### src/rtl/isa_pkg.sv
// ISA definitions for the decode stage
package isa_pkg;

	// 5-bit operation codes, 23 to 30 are unassigned
	typedef enum logic [4:0] {
		ADD  = 5'd0,
		ADDI = 5'd1,
		SUB  = 5'd2,
		SUBI = 5'd3,
		AND  = 5'd4,
		OR   = 5'd5,
		XOR  = 5'd6,
		NEG  = 5'd7,
		SLL  = 5'd8,
		SLR  = 5'd9,
		SAR  = 5'd10,
		LD   = 5'd11,
		LDI  = 5'd12,
		ST   = 5'd13,
		STI  = 5'd14,
		NOP  = 5'd15,
		BEQ  = 5'd16,
		BNE  = 5'd17,
		BON  = 5'd18,
		BNN  = 5'd19,
		J    = 5'd20,
		JR   = 5'd21,
		JAL  = 5'd22,
		RIN  = 5'd31
	} opcode_e;

	// registers that the register file never writes
	localparam logic [4:0] REG_ZERO = 5'd0;
	localparam logic [4:0] REG_LR   = 5'd30;
	localparam logic [4:0] REG_FL   = 5'd31;

	// instruction memory starts here, upper half of jump targets
	localparam logic [15:0] INSTR_BASE = 16'h0600;

	// control bundle for execute, memory and writeback, 23 bits
	typedef struct packed {
		logic [1:0] alu_src;
		opcode_e    alu_op;
		logic       branch;
		logic       jump;
		logic       mem_wrt;
		logic       mem_en;
		logic [1:0] result_sel;
		logic       reg_wrt_en;
		logic [4:0] reg_wrt_sel;
		logic       lr_read;
		logic       lr_write;
		logic       fl_read;
		logic       fl_write;
	} ctrl_t;

	// payload held in the ID/EX register
	typedef struct packed {
		logic [31:0] pc_next;
		logic [31:0] reg_1_data;
		logic [31:0] reg_2_data;
		logic [31:0] imm;
		logic [31:0] lr;
		logic [1:0]  fl;
		ctrl_t       ctrl;
	} id_ex_t;

	// register write coming back from writeback
	typedef struct packed {
		logic        wrt_en;
		logic [4:0]  wrt_sel;
		logic [31:0] wrt_data;
	} wb_t;

	// LR and FL updates, including the interrupt restore copies
	typedef struct packed {
		logic        lr_write;
		logic [31:0] lr_data;
		logic        fl_write;
		logic [1:0]  fl_data;
		logic        restore;
		logic [31:0] lr_saved;
		logic [1:0]  fl_saved;
	} spec_wr_t;

	// inactive control bundle, register source with a NOP op
	localparam ctrl_t CTRL_NOP = '{
		alu_src:     2'd1,
		alu_op:      NOP,
		branch:      1'b0,
		jump:        1'b0,
		mem_wrt:     1'b0,
		mem_en:      1'b0,
		result_sel:  2'd0,
		reg_wrt_en:  1'b0,
		reg_wrt_sel: 5'd0,
		lr_read:     1'b0,
		lr_write:    1'b0,
		fl_read:     1'b0,
		fl_write:    1'b0
	};

	// empty pipeline entry, loaded at reset and on flush
	localparam id_ex_t ID_EX_NOP = '{
		pc_next:    32'd0,
		reg_1_data: 32'd0,
		reg_2_data: 32'd0,
		imm:        32'd0,
		lr:         32'd0,
		fl:         2'd0,
		ctrl:       CTRL_NOP
	};

endpackage

### src/rtl/reg_file_bypass.sv
// Register file with write-through bypass
`timescale 1ns/1ns

module reg_file_bypass (
	input  logic         clk,
	input  logic         rst_n,
	input  logic [4:0]   read_1_sel,
	input  logic [4:0]   read_2_sel,
	input  isa_pkg::wb_t wb,
	output logic [31:0]  read_1_data,
	output logic [31:0]  read_2_data
);

	logic [31:0] regs [32];
	logic        wrt_legal;

	// r0, LR and FL slots are never written, so they read back as zero
	assign wrt_legal = wb.wrt_en &&
		(wb.wrt_sel != isa_pkg::REG_ZERO) &&
		(wb.wrt_sel != isa_pkg::REG_LR) &&
		(wb.wrt_sel != isa_pkg::REG_FL);

	always_ff @(posedge clk or negedge rst_n) begin
		if (!rst_n) begin
			for (int i = 0; i < 32; i++) begin
				regs[i] <= 32'd0;
			end
		end else if (wrt_legal) begin
			regs[wb.wrt_sel] <= wb.wrt_data;
		end
	end

	// same-cycle write is forwarded to either port
	always_comb begin
		if (wrt_legal && (read_1_sel == wb.wrt_sel)) begin
			read_1_data = wb.wrt_data;
		end else begin
			read_1_data = regs[read_1_sel];
		end
	end

	always_comb begin
		if (wrt_legal && (read_2_sel == wb.wrt_sel)) begin
			read_2_data = wb.wrt_data;
		end else begin
			read_2_data = regs[read_2_sel];
		end
	end

endmodule

### src/rtl/special_regs.sv
// Link and flag registers
`timescale 1ns/1ns

module special_regs (
	input  logic              clk,
	input  logic              rst_n,
	input  isa_pkg::spec_wr_t spec,
	output logic [31:0]       lr,
	output logic [1:0]        fl
);

	logic [31:0] lr_next;
	logic [1:0]  fl_next;

	// interrupt return puts back the copies saved on entry
	always_comb begin
		if (spec.restore) begin
			lr_next = spec.lr_saved;
			fl_next = spec.fl_saved;
		end else begin
			lr_next = spec.lr_write ? spec.lr_data : lr;
			fl_next = spec.fl_write ? spec.fl_data : fl;
		end
	end

	always_ff @(posedge clk or negedge rst_n) begin
		if (!rst_n) begin
			lr <= 32'd0;
			fl <= 2'd0;
		end else begin
			lr <= lr_next;
			fl <= fl_next;
		end
	end

endmodule

### src/rtl/control_decoder.sv
// Instruction control decode
`timescale 1ns/1ns

module control_decoder (
	input  logic [31:0]   instr,
	output isa_pkg::ctrl_t ctrl,
	output logic [31:0]   imm
);

	isa_pkg::opcode_e op;
	logic [4:0]       src_1;
	logic [4:0]       src_2;
	logic             src_1_lr;
	logic             src_1_fl;
	logic             src_2_lr;
	logic             src_2_fl;
	logic [31:0]      imm_sext12;
	logic [31:0]      imm_zext16;
	logic [31:0]      imm_jump;

	assign op    = isa_pkg::opcode_e'(instr[31:27]);
	assign src_1 = instr[21:17];
	assign src_2 = instr[16:12];

	// source fields that name the special registers
	assign src_1_lr = (src_1 == isa_pkg::REG_LR);
	assign src_1_fl = (src_1 == isa_pkg::REG_FL);
	assign src_2_lr = (src_2 == isa_pkg::REG_LR);
	assign src_2_fl = (src_2 == isa_pkg::REG_FL);

	// immediate formats
	assign imm_sext12 = {{20{instr[11]}}, instr[11:0]};
	assign imm_zext16 = {16'h0000, instr[15:0]};
	// word index into instruction memory, made byte addressed
	assign imm_jump   = {isa_pkg::INSTR_BASE, instr[13:0], 2'b00};

	always_comb begin
		// most ops read registers and update flags
		ctrl             = '0;
		ctrl.alu_src     = 2'd1;
		ctrl.alu_op      = op;
		ctrl.fl_write    = 1'b1;
		imm              = 32'd0;

		case (op)
			// two-source ALU ops
			isa_pkg::ADD, isa_pkg::SUB, isa_pkg::AND, isa_pkg::OR,
			isa_pkg::XOR, isa_pkg::SLL, isa_pkg::SLR, isa_pkg::SAR: begin
				ctrl.reg_wrt_en  = 1'b1;
				ctrl.reg_wrt_sel = instr[26:22];
				ctrl.lr_read     = src_1_lr || src_2_lr;
				ctrl.fl_read     = src_1_fl || src_2_fl;
			end

			// register and immediate
			isa_pkg::ADDI, isa_pkg::SUBI: begin
				ctrl.alu_src     = 2'd0;
				imm              = imm_sext12;
				ctrl.reg_wrt_en  = 1'b1;
				ctrl.reg_wrt_sel = instr[26:22];
				ctrl.lr_read     = src_1_lr;
				ctrl.fl_read     = src_1_fl;
			end

			isa_pkg::NEG: begin
				ctrl.reg_wrt_en  = 1'b1;
				ctrl.reg_wrt_sel = instr[26:22];
				ctrl.lr_read     = src_1_lr;
				ctrl.fl_read     = src_1_fl;
			end

			// loads write back from memory
			isa_pkg::LD: begin
				ctrl.mem_en      = 1'b1;
				ctrl.result_sel  = 2'd1;
				ctrl.reg_wrt_en  = 1'b1;
				ctrl.reg_wrt_sel = instr[26:22];
				ctrl.lr_read     = src_1_lr;
				ctrl.fl_read     = src_1_fl;
			end

			isa_pkg::LDI: begin
				ctrl.alu_src     = 2'd0;
				imm              = imm_zext16;
				ctrl.mem_en      = 1'b1;
				ctrl.result_sel  = 2'd1;
				ctrl.reg_wrt_en  = 1'b1;
				ctrl.reg_wrt_sel = instr[26:22];
			end

			// stores leave the flags alone
			isa_pkg::ST: begin
				ctrl.mem_en   = 1'b1;
				ctrl.mem_wrt  = 1'b1;
				ctrl.lr_read  = src_1_lr;
				ctrl.fl_read  = src_1_fl;
				ctrl.fl_write = 1'b0;
			end

			isa_pkg::STI: begin
				ctrl.alu_src  = 2'd0;
				imm           = imm_zext16;
				ctrl.mem_en   = 1'b1;
				ctrl.mem_wrt  = 1'b1;
				ctrl.fl_write = 1'b0;
			end

			// conditional branches test the flags
			isa_pkg::BEQ, isa_pkg::BNE, isa_pkg::BON, isa_pkg::BNN: begin
				ctrl.branch     = 1'b1;
				ctrl.result_sel = 2'd2;
				ctrl.lr_read    = src_1_lr;
				ctrl.fl_read    = 1'b1;
				ctrl.fl_write   = 1'b0;
			end

			isa_pkg::J, isa_pkg::JAL: begin
				ctrl.alu_src    = 2'd0;
				ctrl.jump       = 1'b1;
				imm             = imm_jump;
				ctrl.result_sel = 2'd2;
				// only JAL saves the return address
				ctrl.lr_write   = (op == isa_pkg::JAL);
				ctrl.fl_write   = 1'b0;
			end

			isa_pkg::JR: begin
				ctrl.jump       = 1'b1;
				ctrl.result_sel = 2'd2;
				ctrl.lr_read    = src_1_lr;
				ctrl.fl_read    = src_1_fl;
				ctrl.fl_write   = 1'b0;
			end

			// RIN acts like a NOP here, the interrupt logic does the restore
			isa_pkg::NOP, isa_pkg::RIN: begin
				ctrl.fl_write = 1'b0;
			end

			// unassigned codes, all ones marks the error downstream
			default: begin
				ctrl = '1;
				imm  = 32'hFFFF_FFFF;
			end
		endcase
	end

endmodule

### src/rtl/id_ex_reg.sv
// ID/EX pipeline register
`timescale 1ns/1ns

module id_ex_reg (
	input  logic            clk,
	input  logic            rst_n,
	input  logic            flush,
	input  isa_pkg::id_ex_t d,
	output isa_pkg::id_ex_t q
);

	isa_pkg::id_ex_t q_next;

	// a flushed slot becomes a bubble with every control inactive
	always_comb begin
		if (flush) begin
			q_next = isa_pkg::ID_EX_NOP;
		end else begin
			q_next = d;
		end
	end

	// no stall input, an entry is taken every cycle
	always_ff @(posedge clk or negedge rst_n) begin
		if (!rst_n) begin
			q <= isa_pkg::ID_EX_NOP;
		end else begin
			q <= q_next;
		end
	end

endmodule

### src/rtl/decode_stage.sv
// Instruction decode stage
`timescale 1ns/1ns

module decode_stage (
	input  logic              clk,
	input  logic              rst_n,
	input  logic [31:0]       instr,
	input  logic [31:0]       pc_next,
	input  isa_pkg::wb_t      wb,
	input  isa_pkg::spec_wr_t spec,
	input  logic              flush,
	output isa_pkg::id_ex_t   id_ex
);

	logic [31:0]     reg_1_data;
	logic [31:0]     reg_2_data;
	logic [31:0]     lr;
	logic [1:0]      fl;
	logic [31:0]     imm;
	isa_pkg::ctrl_t  ctrl;
	isa_pkg::id_ex_t id_ex_d;

	// operand reads from the two source fields
	reg_file_bypass u_reg_file (
		.clk         (clk),
		.rst_n       (rst_n),
		.read_1_sel  (instr[21:17]),
		.read_2_sel  (instr[16:12]),
		.wb          (wb),
		.read_1_data (reg_1_data),
		.read_2_data (reg_2_data)
	);

	special_regs u_special_regs (
		.clk   (clk),
		.rst_n (rst_n),
		.spec  (spec),
		.lr    (lr),
		.fl    (fl)
	);

	control_decoder u_control_decoder (
		.instr (instr),
		.ctrl  (ctrl),
		.imm   (imm)
	);

	// LR and FL go out as held before this edge
	assign id_ex_d.pc_next    = pc_next;
	assign id_ex_d.reg_1_data = reg_1_data;
	assign id_ex_d.reg_2_data = reg_2_data;
	assign id_ex_d.imm        = imm;
	assign id_ex_d.lr         = lr;
	assign id_ex_d.fl         = fl;
	assign id_ex_d.ctrl       = ctrl;

	id_ex_reg u_id_ex_reg (
		.clk   (clk),
		.rst_n (rst_n),
		.flush (flush),
		.d     (id_ex_d),
		.q     (id_ex)
	);

endmodule

### config.mk
export PLATFORM = sky130hd
export DESIGN_NAME = decode_stage
export DESIGN_NICKNAME = d
export VERILOG_FILES = /design/src/rtl/isa_pkg.sv /design/src/rtl/reg_file_bypass.sv /design/src/rtl/special_regs.sv /design/src/rtl/control_decoder.sv /design/src/rtl/id_ex_reg.sv /design/src/rtl/decode_stage.sv
export SDC_FILE = /design/constraint.sdc
export NUM_CORES = 2
export LEC_CHECK = 0
export BUFFER_PORTS_ARGS = -buffer_cell sky130_fd_sc_hd__buf_2
export CORE_MARGIN = 4
export CORE_UTILIZATION = 51
export CTS_BUF_LIST = sky130_fd_sc_hd__clkbuf_4 sky130_fd_sc_hd__clkbuf_8
export DETAILED_ROUTE_END_ITERATION = 12
export GPL_TIMING_DRIVEN = 1
export HOLD_SLACK_MARGIN = 0.12
export PLACE_DENSITY = 0.79
export SYNTH_ARGS = -nofsm -noshare
export SYNTH_HDL_FRONTEND = slang
export SYNTH_SLANG_ARGS = --single-unit
export TNS_END_PERCENT = 10
### constraint.sdc
create_clock -name clk -period 1.9 [get_ports clk]
set_input_delay 0.095 -clock clk [delete_from_list [all_inputs] [get_ports clk]]
set_output_delay 0.095 -clock clk [all_outputs]
set_load 0.02 [all_outputs]
* Yosys cells after proc, flatten, opt, wreduce, memory -nomap -nowiden
Cells that the tools add are included.
Word-level totals: logic and storage cells 152, output and inout bits 185, memories kept 0, memory bits (read-only) 0, flip-flop bits (word level) 1243, memory bits (writable) 0, latch bits 0
Cells by class: bitwise logic cells 3, mux-type cells 29, equality and inequality tests 31, reductions and logical operators 32, div/mod/pow operators 0, shift operators 0, $mul 0, $lt $le $gt $ge 4, add/subtract/negate cells 0
Operator list (count):
- 1024-bit bitwise mux | 1
- 32-bit binary-select mux with 5-bit select | 2
- 32-bit 2-to-1 mux | 9
- 185-bit 2-to-1 mux | 1
- 32-bit demux with 5-bit select | 1
- 32-bit one-hot mux with 4 select lines | 1
- 5-bit equality test (second input constant) | 12
- 22-bit OR reduction | 2
- 5-bit by 4-bit equality test with 1-bit output (second input constant) | 8
- 20-bit OR reduction | 2
- 24-bit OR reduction | 1
- 21-bit OR reduction | 1
- 5-bit by 3-bit equality test with 1-bit output (second input constant) | 4
- 6-bit greater-or-equal comparator (second input constant) | 3
- 5-bit NOT with 6-bit output | 3
- 18-bit OR reduction | 1
- 6-bit OR reduction | 3
- 15-bit OR reduction | 1
- 13-bit OR reduction | 1
- 6-bit one-hot mux with 2 select lines | 1
- 11-bit OR reduction | 1
- 5-bit by 2-bit equality test with 1-bit output (second input constant) | 2
- 5-bit equality test | 2
- 5-bit != test (second input constant) | 2
- other kinds (18) | 34

* Logic depth before layout (Yosys ltp)
depth after elaboration 7, depth in mapped cells 10

* Hierarchy
A second synthesis with hierarchy kept.
Unflattened totals: cells, all modules 4076, area, all modules 61657.9 µm²
By module, submodules not included:
- reg_file_bypass | area an instance 53354.9 µm², times used 1, cells an instance 3415, seq. area each 25624.6 µm²
- id_ex_reg | area an instance 5895.7 µm², times used 1, cells an instance 390, seq. area each 4635.7 µm²
- special_regs | area an instance 1607.8 µm², times used 1, cells an instance 147, seq. area each 850.8 µm²
- control_decoder | area an instance 799.5 µm², times used 1, cells an instance 124, seq. area each 0.0 µm²

* Worst setup path after synthesis
Ideal clock, no wire load.
path kind input port to flip-flop, from input instr[17], to register u_id_ex_reg.q[121] in the netlist's numbering, cell stages on the path 7, setup slack 0.138 ns, required time 1.763 ns, data arrival time 1.624 ns, path buffers 3, cell sequence buf_4 buf_6 buf_2 mux4_2 mux2_2 nand2_1 a311oi_1
RTL lines:
- from (decl) | RTL line decode_stage.sv:7 | input logic [31:0] instr,
- to (signal assigned) | RTL line id_ex_reg.sv:26 | q <= isa_pkg::ID_EX_NOP;
- to (signal assigned) | RTL line id_ex_reg.sv:28 | q <= q_next;
- to (decl) | RTL line id_ex_reg.sv:9 | output isa_pkg::id_ex_t q

==> results by group <==
Route
  – Vias per cell: 6.492
  – Number of remaining DRC errors: 0
  – Initial DRT Pass Iterations: 6
  – DRC violation total after the first TritonRoute iteration: roughly 5500
  – Average wire length per cell after detail routing: 29.13 µm
  – Detailed Route WL: about 220 mm
  – Via count: just under 50000
  – Residual antenna-violating net count after detailed routing: 0

Pwr
  – Power density of the placed cells: 945.9 nW/µm²
  – Worst vdd ir: slightly below 0.6 mV
  – Static leakage: around 0.036 µW

Worst setup path
  – Critical Path Source Type: input pin
  – Biggest cell delay along the critical path: 600 ps
  – Worst-path cell chain: dlygate4sd3_1, clkbuf_4, buf_12, nand4_1, a211oi_2, nand2_1, a221o_1, a21oi_1, dlygate4sd3_1
  – Type of the worst setup path: in2reg
  – Worst-path maximum fanout: 4
  – CP top delay family: buffers and inverters
  – Cell type of the slowest stage on the worst timing path: sky130_fd_sc_hd__dlygate4sd3_1
  – Required time of the critical path: around 2800 ps
  – Cell mode on critical path: sky130_fd_sc_hd__dlygate4sd3_1
  – Number of buffers and inverters on the critical path: 4
  – R2R Setup Slk: roughly 30 ps
  – Worst path arrival time: roughly 2800 ps
  – Setup crit end kind: register

Die
  – Die width: roughly 360 µm
  – Area of the die: ~130000 µm²
  – Std-Cell Rows: between 100 and 150
  – Vertical extent of the die: approximately 360 µm
  – Initial standard-cell utilization of the core: 0.5152
  – Area of the core region: ~120000 µm²
  – Io pins: between 300 and 400

Global routing
  – Pin count of the biggest net entering global routing: between 70 and 80
  – Grt total ovfl: 0
  – Number of global-route vias before repair: ~50000
  – Antenna violations before repair: 14
  – Total Routing Usage GR: 0.3296
  – Wire length of the first global-routing pass: 324.5 mm

Logic synthesis
  – Number of library cell types mapped by synthesis: between 50 and 60
  – Number of enable flip-flop cells after synthesis: 0
  – Cell count after synthesis: ~4700
  – Warning count from the yosys run: 0
  – Dominant synthesized flop cell: sky130_fd_sc_hd__dfrtp_1
  – Post-synthesis instance area: ~63000 µm²
  – Mapped Avg Cell Area: around 13 µm²
  – Number of synthesized register bits: between 1000 and 1500
  – Post-synthesis sequential area ratio: 0.4886
  – Share of synthesized registers carrying an async set or reset: 1.000
  – Net Count, Synth: around 4900

Clocking
  – Maximum clock insertion buffer count: 3
  – Count of H-tree levels built during CTS: 4
  – TritonCTS clock tree: built
  – Clk Tree Root Cell: sky130_fd_sc_hd__clkbuf_8
  – Number of clock sinks: between 1000 and 1500
  – Clock slew seen by the registers of the worst setup and hold paths: about 70 ps
  – Clock latency of the later-clocked register in the worst-skew pair: approximately 950 ps
  – Total clock buffers created by CTS: around 200

Placement
  – Count of port buffers added during placement: between 300 and 400
  – Weighted congestion reported at the end of routability-driven placement: roughly 0.9
  – Post-DP HPWL: 132.7 mm
  – Placed insts: between 6000 and 7000

Timing
  – Setup ws final: -53.74 ps
  – Actual transition at the worst max-transition pin: 1158 ps
  – Clock Skews: roughly 43 ps
  – Max-slew violations: 0
  – Max Fclk: just over 0.5 GHz
  – Count of final setup violators: 2
  – Worst max-slew margin expressed relative to the limit: 0.2283
  – Count of endpoints failing hold in the final timing report: 0
  – Min Tclk post-route: 1954 ps
  – Post-route fraction of the period consumed by the critical path: 1.028
  – Minimum hold slack: roughly 170 ps

Layout
  – Multi-input logic area: 29660 µm²
  – Final cell count without fillers: between 7000 and 8000
  – Final Net Count: 5832
  – Area growth syn-to-layout: 25.55%
  – Sequential Area: roughly 31000 µm²
  – FILL cells: 8416
  – Share of cells above drive strength 1: 0.4612
  – Final core utilization: 0.6468

Hold path
  – Worst hold path class: in2reg

Flow run
  – Number of maximum-capacitance violations: 0

Outcome
  – Violations in the final reports: negative setup slack
  – Status: complete, but fails checks
cells in the mapped netlist, types with 5 or more instances:
cell type	count	area share
sky130_fd_sc_hd__a211o_1	58	0.0081
sky130_fd_sc_hd__a211oi_1	124	0.015
sky130_fd_sc_hd__a21o_1	5	0.00060
sky130_fd_sc_hd__a21oi_1	87	0.0069
sky130_fd_sc_hd__a221o_1	59	0.0094
sky130_fd_sc_hd__a22o_1	8	0.0011
sky130_fd_sc_hd__a22oi_1	75	0.0089
sky130_fd_sc_hd__a311oi_1	64	0.0089
sky130_fd_sc_hd__a31oi_1	64	0.0064
sky130_fd_sc_hd__and2_1	5	0.00050
sky130_fd_sc_hd__buf_1	54	0.0032
sky130_fd_sc_hd__buf_2	129	0.010
sky130_fd_sc_hd__buf_4	62	0.0074
sky130_fd_sc_hd__buf_6	15	0.0027
sky130_fd_sc_hd__buf_8	5	0.0012
sky130_fd_sc_hd__clkbuf_1	320	0.019
sky130_fd_sc_hd__dfrtp_1	1224	0.49
sky130_fd_sc_hd__dfstp_2	5	0.0021
sky130_fd_sc_hd__mux2_1	15	0.0027
sky130_fd_sc_hd__mux2_2	1111	0.20
sky130_fd_sc_hd__mux2i_1	354	0.056
sky130_fd_sc_hd__mux4_2	256	0.092
sky130_fd_sc_hd__nand2_1	130	0.0078
sky130_fd_sc_hd__nand2b_1	7	0.00070
sky130_fd_sc_hd__nand3_1	9	0.00072
sky130_fd_sc_hd__nor2_1	92	0.0055
sky130_fd_sc_hd__nor2b_1	199	0.020
sky130_fd_sc_hd__nor3_1	6	0.00048
sky130_fd_sc_hd__o211ai_1	7	0.00083
sky130_fd_sc_hd__o21a_1	6	0.00072
sky130_fd_sc_hd__o21ai_0	46	0.0037
sky130_fd_sc_hd__o22ai_1	65	0.0065
sky130_fd_sc_hd__or3_1	8	0.00080
sky130_fd_sc_hd__xnor2_1	11	0.0015
worst paths after layout:
check | start | end | depth (start not counted)
max | instr[16] | u_id_ex_reg.q[1] | 9
min | instr[30] | u_id_ex_reg.q[19] | 3
max reg2reg | u_reg_file.regs[623] | u_id_ex_reg.q[136] | 5
min reg2reg | u_reg_file.regs[1008] | u_reg_file.regs[1008] | 0
max in group asynchronous | rst_n | u_reg_file.regs[421] | 6
min in group asynchronous | rst_n | u_reg_file.regs[442] | 4
metrics by stage:
step	setup WS [ps]	total power [µW]	cell area (µm²)	setup TNS [ps]
after global placement	-254.2	47500	70080	-15250
after floorplan	138.3	43010	62950	0
after detailed placement	-228.4	48380	70080	-20390
after CTS	2.619	74400	78930	0
final	-53.74	74760	79040	-100.4
after global routing	-11.60	77570	79030	-38.70
metal layers:
metal  global-route usage  wire [µm]  vias up
li1                     -          -    19531
met1               0.4166      81540    24971
met2               0.5192     100300     3006
met3              0.08794      21460      820
met4               0.1801      13570       16
met5                    0         93        -
cell type report:
type | instances | share of cell area
Sequential cell | 1229 | 0.3893
Multi-Input combinational cell | 2898 | 0.3752
Timing Repair Buffer | 1324 | 0.1532
Clock buffer | 313 | 0.04991
Tap cell | 1625 | 0.02572
Clock inverter | 49 | 0.006348
Inverter | 4 | 0.0001900
Antenna cell | 5 | 0.0001583
state kept, by name, summed over array words and instances (netlist names):
| signal | cells |
|---|---|
| u_reg_file.regs | 1024 |
| u_special_regs.lr | 32 |
| u_special_regs.fl | 2 |
| u_id_ex_reg.q | 171 |
cells in the final DEF (no fill, tap or decap), types with 11 or more instances in the layout:
cell | netlist | layout
sky130_fd_sc_hd__o21ai_0 | 46 | 45
sky130_fd_sc_hd__a221o_1 | 59 | 59
sky130_fd_sc_hd__dlygate4sd3_1 | 0 | 427
sky130_fd_sc_hd__buf_2 | 129 | 350
sky130_fd_sc_hd__mux2_1 | 15 | 15
sky130_fd_sc_hd__nor2_4 | 0 | 17
sky130_fd_sc_hd__o22ai_1 | 65 | 65
sky130_fd_sc_hd__buf_4 | 62 | 379
sky130_fd_sc_hd__nand2_2 | 0 | 12
sky130_fd_sc_hd__clkbuf_8 | 0 | 255
sky130_fd_sc_hd__dfrtp_1 | 1224 | 1220
sky130_fd_sc_hd__nand2_1 | 130 | 119
sky130_fd_sc_hd__a22oi_1 | 75 | 73
sky130_fd_sc_hd__mux2i_1 | 354 | 354
sky130_fd_sc_hd__nor2b_1 | 199 | 194
sky130_fd_sc_hd__xnor2_1 | 11 | 11
sky130_fd_sc_hd__a211oi_1 | 124 | 123
sky130_fd_sc_hd__clkinv_2 | 0 | 26
sky130_fd_sc_hd__a311oi_1 | 64 | 64
sky130_fd_sc_hd__mux4_2 | 256 | 256
sky130_fd_sc_hd__a31oi_1 | 64 | 64
sky130_fd_sc_hd__clkbuf_4 | 0 | 59
sky130_fd_sc_hd__nor2_1 | 92 | 77
sky130_fd_sc_hd__a21oi_1 | 87 | 86
sky130_fd_sc_hd__mux2_2 | 1111 | 1111
sky130_fd_sc_hd__buf_12 | 1 | 149
sky130_fd_sc_hd__a211o_1 | 58 | 58
power breakdown:
| group | switching (µW) | total (µW) | internal [µW] |
|---|---|---|---|
| sequential | 3290 | 33700 | 30400 |
| clock | 11300 | 25400 | 14100 |
| combinational | 6690 | 15600 | 8950 |
| total | 21300 | 74800 | 53400 |
cells by family (layout without fill, tap and decap cells):
| logic type | count (synthesis) | count (layout) | synth area share |
|---|---|---|---|
| AOI/OAI and AO/OA | 675 | 675 | 0.07765 |
| xor gates and xnor gates | 11 | 11 | 0.001530 |
| muxes | 1736 | 1736 | 0.3493 |
| buffers and inverters | 590 | 1690 | 0.04438 |
| and+or+nand+nor | 475 | 476 | 0.03850 |
| DFF | 1229 | 1229 | 0.4886 |
| other | 0 | 5 | 0 |
worst register-to-register path: stages (launching register included):
cell and delay [ps]:
sky130_fd_sc_hd__dfrtp_1 360, sky130_fd_sc_hd__mux2_2 180, sky130_fd_sc_hd__o22ai_1 150, sky130_fd_sc_hd__a221o_1 300, sky130_fd_sc_hd__a211o_1 310, sky130_fd_sc_hd__a311oi_1 420
timing repair:
item | in CTS | in global routing
pin swaps | 0 | 2
setup buffers | 0 | 1
hold endpoints to repair | 2362 | 3
resized for setup | 3 | 26
setup endpoints to repair | 16 | 30
gates cloned | 0 | 1
hold buffers | 437 | 6
(Power assumes the default switching activity.)
